**config.mk**
```make
export PLATFORM = sky130hd
export DESIGN_NAME = gem_write_to_stream
export DESIGN_NICKNAME = d
export VERILOG_FILES = /design/src/logic/gem_stream_pkg.sv /design/src/logic/axi_write_ctrl.sv /design/src/logic/beat_last_tracker.sv /design/src/logic/beat_join.sv /design/src/logic/gem_write_to_stream.sv
export SDC_FILE = /design/constraint.sdc
export NUM_CORES = 1
export LEC_CHECK = 0
export ABC_AREA = 0
export BUFFER_PORTS_ARGS = -buffer_cell sky130_fd_sc_hd__buf_4
export CAP_MARGIN = 25
export CORE_MARGIN = 3
export CORE_UTILIZATION = 45
export CTS_CLUSTER_DIAMETER = 200
export DETAILED_ROUTE_END_ITERATION = 8
export PLACE_DENSITY = 0.74
export SYNTH_ARGS = -nofsm -noshare
export SYNTH_HDL_FRONTEND = slang
export SYNTH_HIERARCHICAL = 1
export SYNTH_SLANG_ARGS = --single-unit
```
**constraint.sdc**
```tcl
create_clock -name clk -period 2.3 [get_ports clk]
set_input_delay 0.46 -clock clk [delete_from_list [all_inputs] [get_ports clk]]
set_output_delay 0.46 -clock clk [all_outputs]
set_load 0.02 [all_outputs]
```
**src/logic/gem_stream_pkg.sv**
```systemverilog
package gem_stream_pkg;

    // bus widths
    localparam int DATA_WIDTH = 32;
    localparam int ADDR_WIDTH = 13;
    localparam int ID_WIDTH = 4;

    // two 4 KB pages, selected by the top address bit
    localparam int PAGE_BIT = 12;
    localparam int PAGE_ADDR_WIDTH = 12;

    // full-width INCR bursts only
    localparam int BYTES_PER_BEAT = DATA_WIDTH / 8;

    localparam logic DATA_PAGE = 1'b0;
    localparam logic CONTROL_PAGE = 1'b1;

    // a data write landing here starts a new packet
    localparam logic [PAGE_ADDR_WIDTH-1:0] DATA_BASE_ADDR = 12'h000;

    // register 0 of the control page, written by the driver on the DMA interrupt
    localparam logic [PAGE_ADDR_WIDTH-1:0] DMA_COMPLETE_REG = 12'h000;
    localparam logic [DATA_WIDTH-1:0] DMA_COMPLETE_MASK = 32'h0000_0001;

    localparam logic [1:0] RESP_OKAY = 2'b00;

    // entries in each of the joiner FIFOs
    localparam int JOIN_DEPTH = 4;

    // write controller FSM
    typedef enum logic [1:0] {
        ST_ADDR,
        ST_DATA,
        ST_RESP
    } write_state_t;

endpackage

```
**src/logic/axi_write_ctrl.sv**
```systemverilog
`timescale 1ns/1ps

module axi_write_ctrl (
    input  logic                                  clk,
    input  logic                                  reset,

    input  logic [gem_stream_pkg::ID_WIDTH-1:0]   i_awid,
    input  logic [gem_stream_pkg::ADDR_WIDTH-1:0] i_awaddr,
    input  logic [7:0]                            i_awlen,
    input  logic                                  i_awvalid,
    input  logic [gem_stream_pkg::DATA_WIDTH-1:0] i_wdata,
    input  logic                                  i_wlast,
    input  logic                                  i_wvalid,
    input  logic                                  i_bready,
    input  logic                                  i_join_wready,

    output logic                                  o_awready,
    output logic                                  o_wready,
    output logic [gem_stream_pkg::ID_WIDTH-1:0]   o_bid,
    output logic                                  o_bvalid,
    output logic                                  o_join_wvalid,
    output logic [gem_stream_pkg::DATA_WIDTH-1:0] o_join_wdata,
    output logic                                  o_beat_valid,
    output logic                                  o_beat_at_base,
    output logic                                  o_dma_complete
);

    gem_stream_pkg::write_state_t state;

    // burst context captured from AW
    logic                                       r_page;
    logic [gem_stream_pkg::PAGE_ADDR_WIDTH-1:0] r_page_addr;
    logic [gem_stream_pkg::ID_WIDTH-1:0]        r_id;
    logic [7:0]                                 r_beats_left;

    logic aw_fire;
    logic w_fire;
    logic burst_done;
    logic is_data_page;
    logic dma_hit;

    assign is_data_page = (r_page == gem_stream_pkg::DATA_PAGE);

    assign o_awready = (state == gem_stream_pkg::ST_ADDR);
    assign o_bvalid = (state == gem_stream_pkg::ST_RESP);
    assign o_bid = r_id;

    // control writes never stall, data writes wait for room in the joiner
    assign o_wready = (state == gem_stream_pkg::ST_DATA) && (!is_data_page || i_join_wready);

    assign o_join_wvalid = (state == gem_stream_pkg::ST_DATA) && i_wvalid && is_data_page;
    assign o_join_wdata = i_wdata;

    assign aw_fire = i_awvalid && o_awready;
    assign w_fire = i_wvalid && o_wready;

    // wlast normally ends the burst, the length count covers a missing wlast
    assign burst_done = w_fire && (i_wlast || r_beats_left == 8'd0);

    assign dma_hit = (r_page == gem_stream_pkg::CONTROL_PAGE)
                  && (r_page_addr == gem_stream_pkg::DMA_COMPLETE_REG)
                  && |(i_wdata & gem_stream_pkg::DMA_COMPLETE_MASK);

    always_ff @(posedge clk) begin
        if (reset) begin
            state <= gem_stream_pkg::ST_ADDR;
        end else begin
            case (state)
                gem_stream_pkg::ST_ADDR: begin
                    if (aw_fire) begin
                        state <= gem_stream_pkg::ST_DATA;
                    end
                end
                gem_stream_pkg::ST_DATA: begin
                    if (burst_done) begin
                        state <= gem_stream_pkg::ST_RESP;
                    end
                end
                gem_stream_pkg::ST_RESP: begin
                    if (i_bready) begin
                        state <= gem_stream_pkg::ST_ADDR;
                    end
                end
                default: begin
                    state <= gem_stream_pkg::ST_ADDR;
                end
            endcase
        end
    end

    // beat address follows the accepted W beats, so it always matches the data
    always_ff @(posedge clk) begin
        if (aw_fire) begin
            r_page <= i_awaddr[gem_stream_pkg::PAGE_BIT];
            r_page_addr <= i_awaddr[gem_stream_pkg::PAGE_ADDR_WIDTH-1:0];
            r_id <= i_awid;
            r_beats_left <= i_awlen;
        end else if (w_fire) begin
            r_page_addr <= r_page_addr
                         + gem_stream_pkg::PAGE_ADDR_WIDTH'(gem_stream_pkg::BYTES_PER_BEAT);
            r_beats_left <= r_beats_left - 8'd1;
        end
    end

    // event pulses, one cycle after the W beat
    always_ff @(posedge clk) begin
        if (reset) begin
            o_beat_valid <= 1'b0;
            o_dma_complete <= 1'b0;
        end else begin
            o_beat_valid <= w_fire && is_data_page;
            o_dma_complete <= w_fire && dma_hit;
        end
    end

    always_ff @(posedge clk) begin
        o_beat_at_base <= (r_page_addr == gem_stream_pkg::DATA_BASE_ADDR);
    end

endmodule

```
**src/logic/beat_last_tracker.sv**
```systemverilog
`timescale 1ns/1ps

module beat_last_tracker (
    input  logic clk,
    input  logic reset,

    input  logic i_beat_valid,
    input  logic i_beat_at_base,
    input  logic i_dma_complete,

    output logic o_flag_valid,
    output logic o_flag_last
);

    // one data beat whose tlast is still open
    logic r_pending;

    always_ff @(posedge clk) begin
        if (reset) begin
            r_pending <= 1'b0;
            o_flag_valid <= 1'b0;
        end else begin
            o_flag_valid <= 1'b0;
            if (i_beat_valid) begin
                // the new beat decides the previous one and takes its place
                o_flag_valid <= r_pending;
                r_pending <= 1'b1;
            end else if (i_dma_complete && r_pending) begin
                o_flag_valid <= 1'b1;
                r_pending <= 1'b0;
            end
        end
    end

    // a write back to the base address means the pending beat closed its packet
    always_ff @(posedge clk) begin
        if (i_beat_valid) begin
            o_flag_last <= i_beat_at_base;
        end else if (i_dma_complete) begin
            o_flag_last <= 1'b1;
        end
    end

endmodule

```
**src/logic/beat_join.sv**
```systemverilog
`timescale 1ns/1ps

module beat_join (
    input  logic                                  clk,
    input  logic                                  reset,

    input  logic                                  i_wvalid,
    input  logic [gem_stream_pkg::DATA_WIDTH-1:0] i_wdata,
    input  logic                                  i_flag_valid,
    input  logic                                  i_flag_last,
    input  logic                                  i_tready,

    output logic                                  o_wready,
    output logic [gem_stream_pkg::DATA_WIDTH-1:0] o_tdata,
    output logic                                  o_tlast,
    output logic                                  o_tvalid
);

    localparam int PTR_W = $clog2(gem_stream_pkg::JOIN_DEPTH);
    localparam int CNT_W = $clog2(gem_stream_pkg::JOIN_DEPTH + 1);
    localparam logic [PTR_W-1:0] LAST_PTR = PTR_W'(gem_stream_pkg::JOIN_DEPTH - 1);
    localparam logic [CNT_W-1:0] FULL_CNT = CNT_W'(gem_stream_pkg::JOIN_DEPTH);

    logic [gem_stream_pkg::DATA_WIDTH-1:0] d_mem [gem_stream_pkg::JOIN_DEPTH];
    logic [PTR_W-1:0] d_wr_ptr;
    logic [PTR_W-1:0] d_rd_ptr;
    logic [CNT_W-1:0] d_count;

    logic             f_mem [gem_stream_pkg::JOIN_DEPTH];
    logic [PTR_W-1:0] f_wr_ptr;
    logic [PTR_W-1:0] f_rd_ptr;
    logic [CNT_W-1:0] f_count;

    logic d_push;
    logic f_push;
    logic pop;

    // wrap at the FIFO depth
    function automatic logic [PTR_W-1:0] next_ptr(input logic [PTR_W-1:0] ptr);
        next_ptr = (ptr == LAST_PTR) ? '0 : ptr + 1'b1;
    endfunction

    assign o_wready = (d_count != FULL_CNT);
    assign d_push = i_wvalid && o_wready;
    // flags trail the data, so the flag FIFO has room whenever a flag arrives
    assign f_push = i_flag_valid;

    // a stream beat needs both its data and its decided flag
    assign o_tvalid = (d_count != '0) && (f_count != '0);
    assign o_tdata = d_mem[d_rd_ptr];
    assign o_tlast = f_mem[f_rd_ptr];
    assign pop = o_tvalid && i_tready;

    always_ff @(posedge clk) begin
        if (d_push) begin
            d_mem[d_wr_ptr] <= i_wdata;
        end
        if (f_push) begin
            f_mem[f_wr_ptr] <= i_flag_last;
        end
    end

    always_ff @(posedge clk) begin
        if (reset) begin
            d_wr_ptr <= '0;
            d_rd_ptr <= '0;
            d_count <= '0;
            f_wr_ptr <= '0;
            f_rd_ptr <= '0;
            f_count <= '0;
        end else begin
            if (d_push) d_wr_ptr <= next_ptr(d_wr_ptr);
            if (f_push) f_wr_ptr <= next_ptr(f_wr_ptr);
            if (pop) begin
                d_rd_ptr <= next_ptr(d_rd_ptr);
                f_rd_ptr <= next_ptr(f_rd_ptr);
            end
            d_count <= d_count + CNT_W'(d_push) - CNT_W'(pop);
            f_count <= f_count + CNT_W'(f_push) - CNT_W'(pop);
        end
    end

endmodule

```
**src/logic/gem_write_to_stream.sv**
```systemverilog
`timescale 1ns/1ps

module gem_write_to_stream (
    input  logic                                  clk,
    input  logic                                  reset,

    input  logic [gem_stream_pkg::ID_WIDTH-1:0]   i_awid,
    input  logic [gem_stream_pkg::ADDR_WIDTH-1:0] i_awaddr,
    input  logic [7:0]                            i_awlen,
    input  logic                                  i_awvalid,
    output logic                                  o_awready,

    input  logic [gem_stream_pkg::DATA_WIDTH-1:0] i_wdata,
    input  logic                                  i_wlast,
    input  logic                                  i_wvalid,
    output logic                                  o_wready,

    output logic [gem_stream_pkg::ID_WIDTH-1:0]   o_bid,
    output logic [1:0]                            o_bresp,
    output logic                                  o_bvalid,
    input  logic                                  i_bready,

    output logic [gem_stream_pkg::DATA_WIDTH-1:0] o_tdata,
    output logic                                  o_tlast,
    output logic                                  o_tvalid,
    input  logic                                  i_tready
);

    // data-page beats toward the joiner
    logic                                  join_wvalid;
    logic                                  join_wready;
    logic [gem_stream_pkg::DATA_WIDTH-1:0] join_wdata;

    // events for the tlast decision
    logic beat_valid;
    logic beat_at_base;
    logic dma_complete;

    // decided tlast flags, one per data beat
    logic flag_valid;
    logic flag_last;

    assign o_bresp = gem_stream_pkg::RESP_OKAY;

    axi_write_ctrl i_axi_write_ctrl (
        .clk           (clk),
        .reset         (reset),
        .i_awid        (i_awid),
        .i_awaddr      (i_awaddr),
        .i_awlen       (i_awlen),
        .i_awvalid     (i_awvalid),
        .i_wdata       (i_wdata),
        .i_wlast       (i_wlast),
        .i_wvalid      (i_wvalid),
        .i_bready      (i_bready),
        .i_join_wready (join_wready),
        .o_awready     (o_awready),
        .o_wready      (o_wready),
        .o_bid         (o_bid),
        .o_bvalid      (o_bvalid),
        .o_join_wvalid (join_wvalid),
        .o_join_wdata  (join_wdata),
        .o_beat_valid  (beat_valid),
        .o_beat_at_base(beat_at_base),
        .o_dma_complete(dma_complete)
    );

    beat_last_tracker i_beat_last_tracker (
        .clk           (clk),
        .reset         (reset),
        .i_beat_valid  (beat_valid),
        .i_beat_at_base(beat_at_base),
        .i_dma_complete(dma_complete),
        .o_flag_valid  (flag_valid),
        .o_flag_last   (flag_last)
    );

    beat_join i_beat_join (
        .clk         (clk),
        .reset       (reset),
        .i_wvalid    (join_wvalid),
        .i_wdata     (join_wdata),
        .i_flag_valid(flag_valid),
        .i_flag_last (flag_last),
        .i_tready    (i_tready),
        .o_wready    (join_wready),
        .o_tdata     (o_tdata),
        .o_tlast     (o_tlast),
        .o_tvalid    (o_tvalid)
    );

endmodule

```
==> impl_summary.txt <==
----------------------------------------------------
[Worst setup path]
  Crit path launch ... i_axi_write_ctrl/state[0]$_SDFFE_PP0P_
  Critical register-to-register path startpoint ... i_axi_write_ctrl/state[0]$_SDFFE_PP0P_
  Type of element launching the critical path ... flip-flop
  Worst endpoint required time ... 2.63 ns
  CP endpoint kind ... flip-flop
  Max Fanout on Critical Path ... 5
  Startpoint-to-endpoint class of the critical path ... reg2reg
  CP arrival ... 2.55 ns

[Routing]
  Via count ... 4098
  Remaining antenna violation count ... 0
  DR iter-0 viols ... 227
  Count of TritonRoute iterations in the first routing pass ... 4
  Average wire per cell in the routed design ... 17.67 um
  Via-per-instance ratio ... 5.254
  Remaining design rule violation count ... 0
  DRT Wirelength ... 13780 um

[Layout]
  Area taken by multi-input logic gates ... 0.001961 mm2
  Final design utilization ... 0.5644
  Filler-free cell count of the finished design ... 780
  Final non-filler cell area ... 0.009128 mm2
  Share of post-route cells with drive strength above 1 ... 0.3670
  N_diodes ... 0
  Layout area overhead ... 20.52%
  Most frequent standard cell in the layout excluding fill and tap cells ... sky130_fd_sc_hd__edfxtp_1
  Top library cells by usage in the layout, fill and taps aside ... 158 x sky130_fd_sc_hd__edfxtp_1, 116 x sky130_fd_sc_hd__buf_4, 33 x sky130_fd_sc_hd__mux4_2
  FF/Latch Area ... 0.005256 mm2
  Nets ... 637
  Count of fill cells added during filler insertion ... 1248

[Placement]
  Post-Place Cell Area ... 0.008498 mm2
  Routability Congestion ... 0.8055
  Setup WS pre-CTS ... -0.1187 ns
  # port buffers ... 104
  DP Wirelength ... 9198 um
  Placed cells ... 748

[Yosys]
  Synthesized instance count ... 459
  Distinct cells, synth ... 46
  Number of enable flip-flop cells after synthesis ... 158
  Async set or reset register ratio after synthesis ... 0
  Part of the Yosys area used for sequential elements ... 0.6925
  Leading area contributor after synthesis ... sky130_fd_sc_hd__edfxtp_1
  Commonest register cell after synthesis ... sky130_fd_sc_hd__edfxtp_1
  Total of flip-flops plus latches after synthesis ... 183
  Top cells by area, synth ... sky130_fd_sc_hd__edfxtp_1 63%, sky130_fd_sc_hd__mux4_2 9.8%, sky130_fd_sc_hd__dfxtp_1 6.6%
  Yosys synthesis warning count ... 6
  Post-Synthesis Cell Area ... 0.007574 mm2
  Area share of the leading cell type in the synthesized netlist ... 0.6265
  Per-instance average area after synthesis ... 16.50 um2

[STA]
  Time the worst path needs with I/O delays and setup ... 2.218 ns
  Number of setup violations in the final report ... 0
  Final cycle utilization of the critical path ... 0.9642
  Number of max-slew violations in the final report ... 0
  Final hold viol count ... 0
  Post-Route Skew ... 0.01127 ns
  Slew at the pin with the worst max-slew slack ... 0.5372 ns
  Setup slack after layout ... 0.08229 ns
  Worst hold-check slack ... 0.2223 ns
  Worst slew margin relative to its limit ... 0.6386
  Total negative slack ... 0 ns
  Fmax ... 0.4509 GHz

[Pwr]
  Static leakage ... 3.250 nW
  Post-layout total power ... 6.908 mW
  Ratio of total power to cell area ... 756.8 mW/mm2
  IR Drop Worst-Case VDD ... 0.5055 mV

[Global route]
  Vias in the first global route ... 4248
  Congestion Overflow GR ... 0
  Tot GR Track Use ... 0.1534
  Number of antenna violations at the first check in global routing ... 0
  Pin count of the biggest net entering global routing ... 33
  Wire length of the first global-routing pass ... 21780 um

[Worst hold path]
  Startpoint of the worst hold path ... i_awid[2]
  Classification of the worst-slack hold path ... in2reg

[Clocking]
  Clk sink count ... 183
  Clock transition at path regs ... 0.07 ns
  Clock tree root driver cell ... sky130_fd_sc_hd__clkbuf_16
  H-tree levels ... 4
  Cts hold-fix bufs ... 0
  Clock tree from TritonCTS ... built
  Clock latency on the worst-skew pair ... 0.41 ns
  Maximum buffer depth of the clock tree ... 2
  Number of buffers inserted during clock tree synthesis ... 17

[Floorplan]
  Boundary pin count ... 107
  Initial standard-cell utilization of the core ... 0.4683
  DIE WIDTH ... 135.7 um
  Site row count ... 46
  Floorplan die height ... 135.7 um
  DIE AREA ... 0.01842 mm2
  Core Footprint ... 0.01617 mm2

[Job]
  MaxCap Viol Count ... 0

[Run status]
  Status ... finished, final reports clean

----------------------------------------------------
[final timing paths]
kind / end / slack [ns] / cells after the start
setup / recovery: i_beat_join/d_count[2]$_SDFF_PP0_ / 0.08 / 11
hold / removal: i_axi_write_ctrl/o_bid[2]$_DFFE_PP_ / 0.22 / 1
setup reg to reg: i_beat_join/d_count[2]$_SDFF_PP0_ / 0.08 / 11
hold reg to reg: i_beat_last_tracker/r_pending$_SDFFE_PP0P_ / 0.47 / 2
[layer usage]
metal / vias up / wire, um / GRT usage
li1: 1913 / - / -
met5: - / 0 / 0
met2: 127 / 7175 / 0.2694
met3: 8 / 741 / 0.03640
met4: 0 / 105 / 0.04199
met1: 2050 / 5758 / 0.1912
[registers in the layout, summed over array words and instances, names as in the netlist, 3 cells and up, named ones only]
name,count
i_beat_join/f_count,3
i_axi_write_ctrl/r_beats_left,8
i_beat_join/f_mem,4
i_beat_join/d_count,3
i_axi_write_ctrl/r_page_addr,12
i_axi_write_ctrl/o_bid,4
i_beat_join/d_mem,128
[cell families (layout without fill, tap and decap cells)]
| group | Yosys count | after routing | share of synthesized area |
|---|---|---|---|
| other | 1 | 2 | 0.0004951 |
| adder cells (fa/ha/maj) | 20 | 20 | 0.03502 |
| AND/OR/NAND/NOR | 105 | 105 | 0.07468 |
| flip-flops | 183 | 183 | 0.6925 |
| AO/OA/AOI/OAI | 37 | 37 | 0.03139 |
| multiplexers | 36 | 36 | 0.1024 |
| XOR/XNOR | 8 | 8 | 0.009251 |
| buffers and inverters | 69 | 173 | 0.05419 |
[cell usage after synthesis (5+ instances only)]
master and instances:
sky130_fd_sc_hd__a21oi_1 7, sky130_fd_sc_hd__a31oi_1 6, sky130_fd_sc_hd__and2_1 8, sky130_fd_sc_hd__buf_4 37, sky130_fd_sc_hd__dfxtp_1 25, sky130_fd_sc_hd__edfxtp_1 158, sky130_fd_sc_hd__ha_1 18, sky130_fd_sc_hd__inv_1 19
sky130_fd_sc_hd__mux4_2 33, sky130_fd_sc_hd__nand2_1 17, sky130_fd_sc_hd__nand3_1 9, sky130_fd_sc_hd__nand4_1 7, sky130_fd_sc_hd__nor2_1 21, sky130_fd_sc_hd__nor2b_1 6, sky130_fd_sc_hd__nor3_1 9, sky130_fd_sc_hd__o21ai_1 6
sky130_fd_sc_hd__o31ai_1 5, sky130_fd_sc_hd__or3_1 5, sky130_fd_sc_hd__or4_1 5
[repair_timing]
| action | in CTS | in global routing |
|---|---|---|
| hold endpoints to repair | 0 | 0 |
| pin swaps | 0 | 1 |
| gates resized for setup | 3 | 11 |
| setup buffers | 0 | 1 |
| setup endpoints to repair | 2 | 9 |
| cloned | 0 | 1 |
[power breakdown]
| part | switching, mW | internal [mW] | leakage [nW] |
|---|---|---|---|
| sequential | 0.0723 | 3.71 | 1.65 |
| combinational | 0.235 | 0.209 | 1.34 |
| clock | 1.18 | 1.50 | 0.264 |
| total | 1.49 | 5.42 | 3.25 |
[worst max-delay path, stage by stage, from the launching register on]
cell                      delay [ns]
sky130_fd_sc_hd__dfxtp_4        0.36
sky130_fd_sc_hd__nor2b_4        0.14
sky130_fd_sc_hd__and3b_2        0.22
sky130_fd_sc_hd__nand2_1        0.07
sky130_fd_sc_hd__ha_1           0.28
sky130_fd_sc_hd__inv_1          0.06
sky130_fd_sc_hd__ha_1           0.15
sky130_fd_sc_hd__inv_1          0.05
sky130_fd_sc_hd__fa_2           0.36
sky130_fd_sc_hd__xor2_2         0.16
sky130_fd_sc_hd__and2_1         0.17
sky130_fd_sc_hd__nor3_2         0.10
[final cells by class]
class                   instances  area share
flip-flops and latches        183      0.5759
multi-input cells             208      0.2148
clock inverters                12     0.01316
well taps                     216     0.02961
clock buffers                  18     0.04702
repair buffers                123      0.1113
inverters                      20    0.008225
No activity file was read; power rests on OpenSTA's default activity.
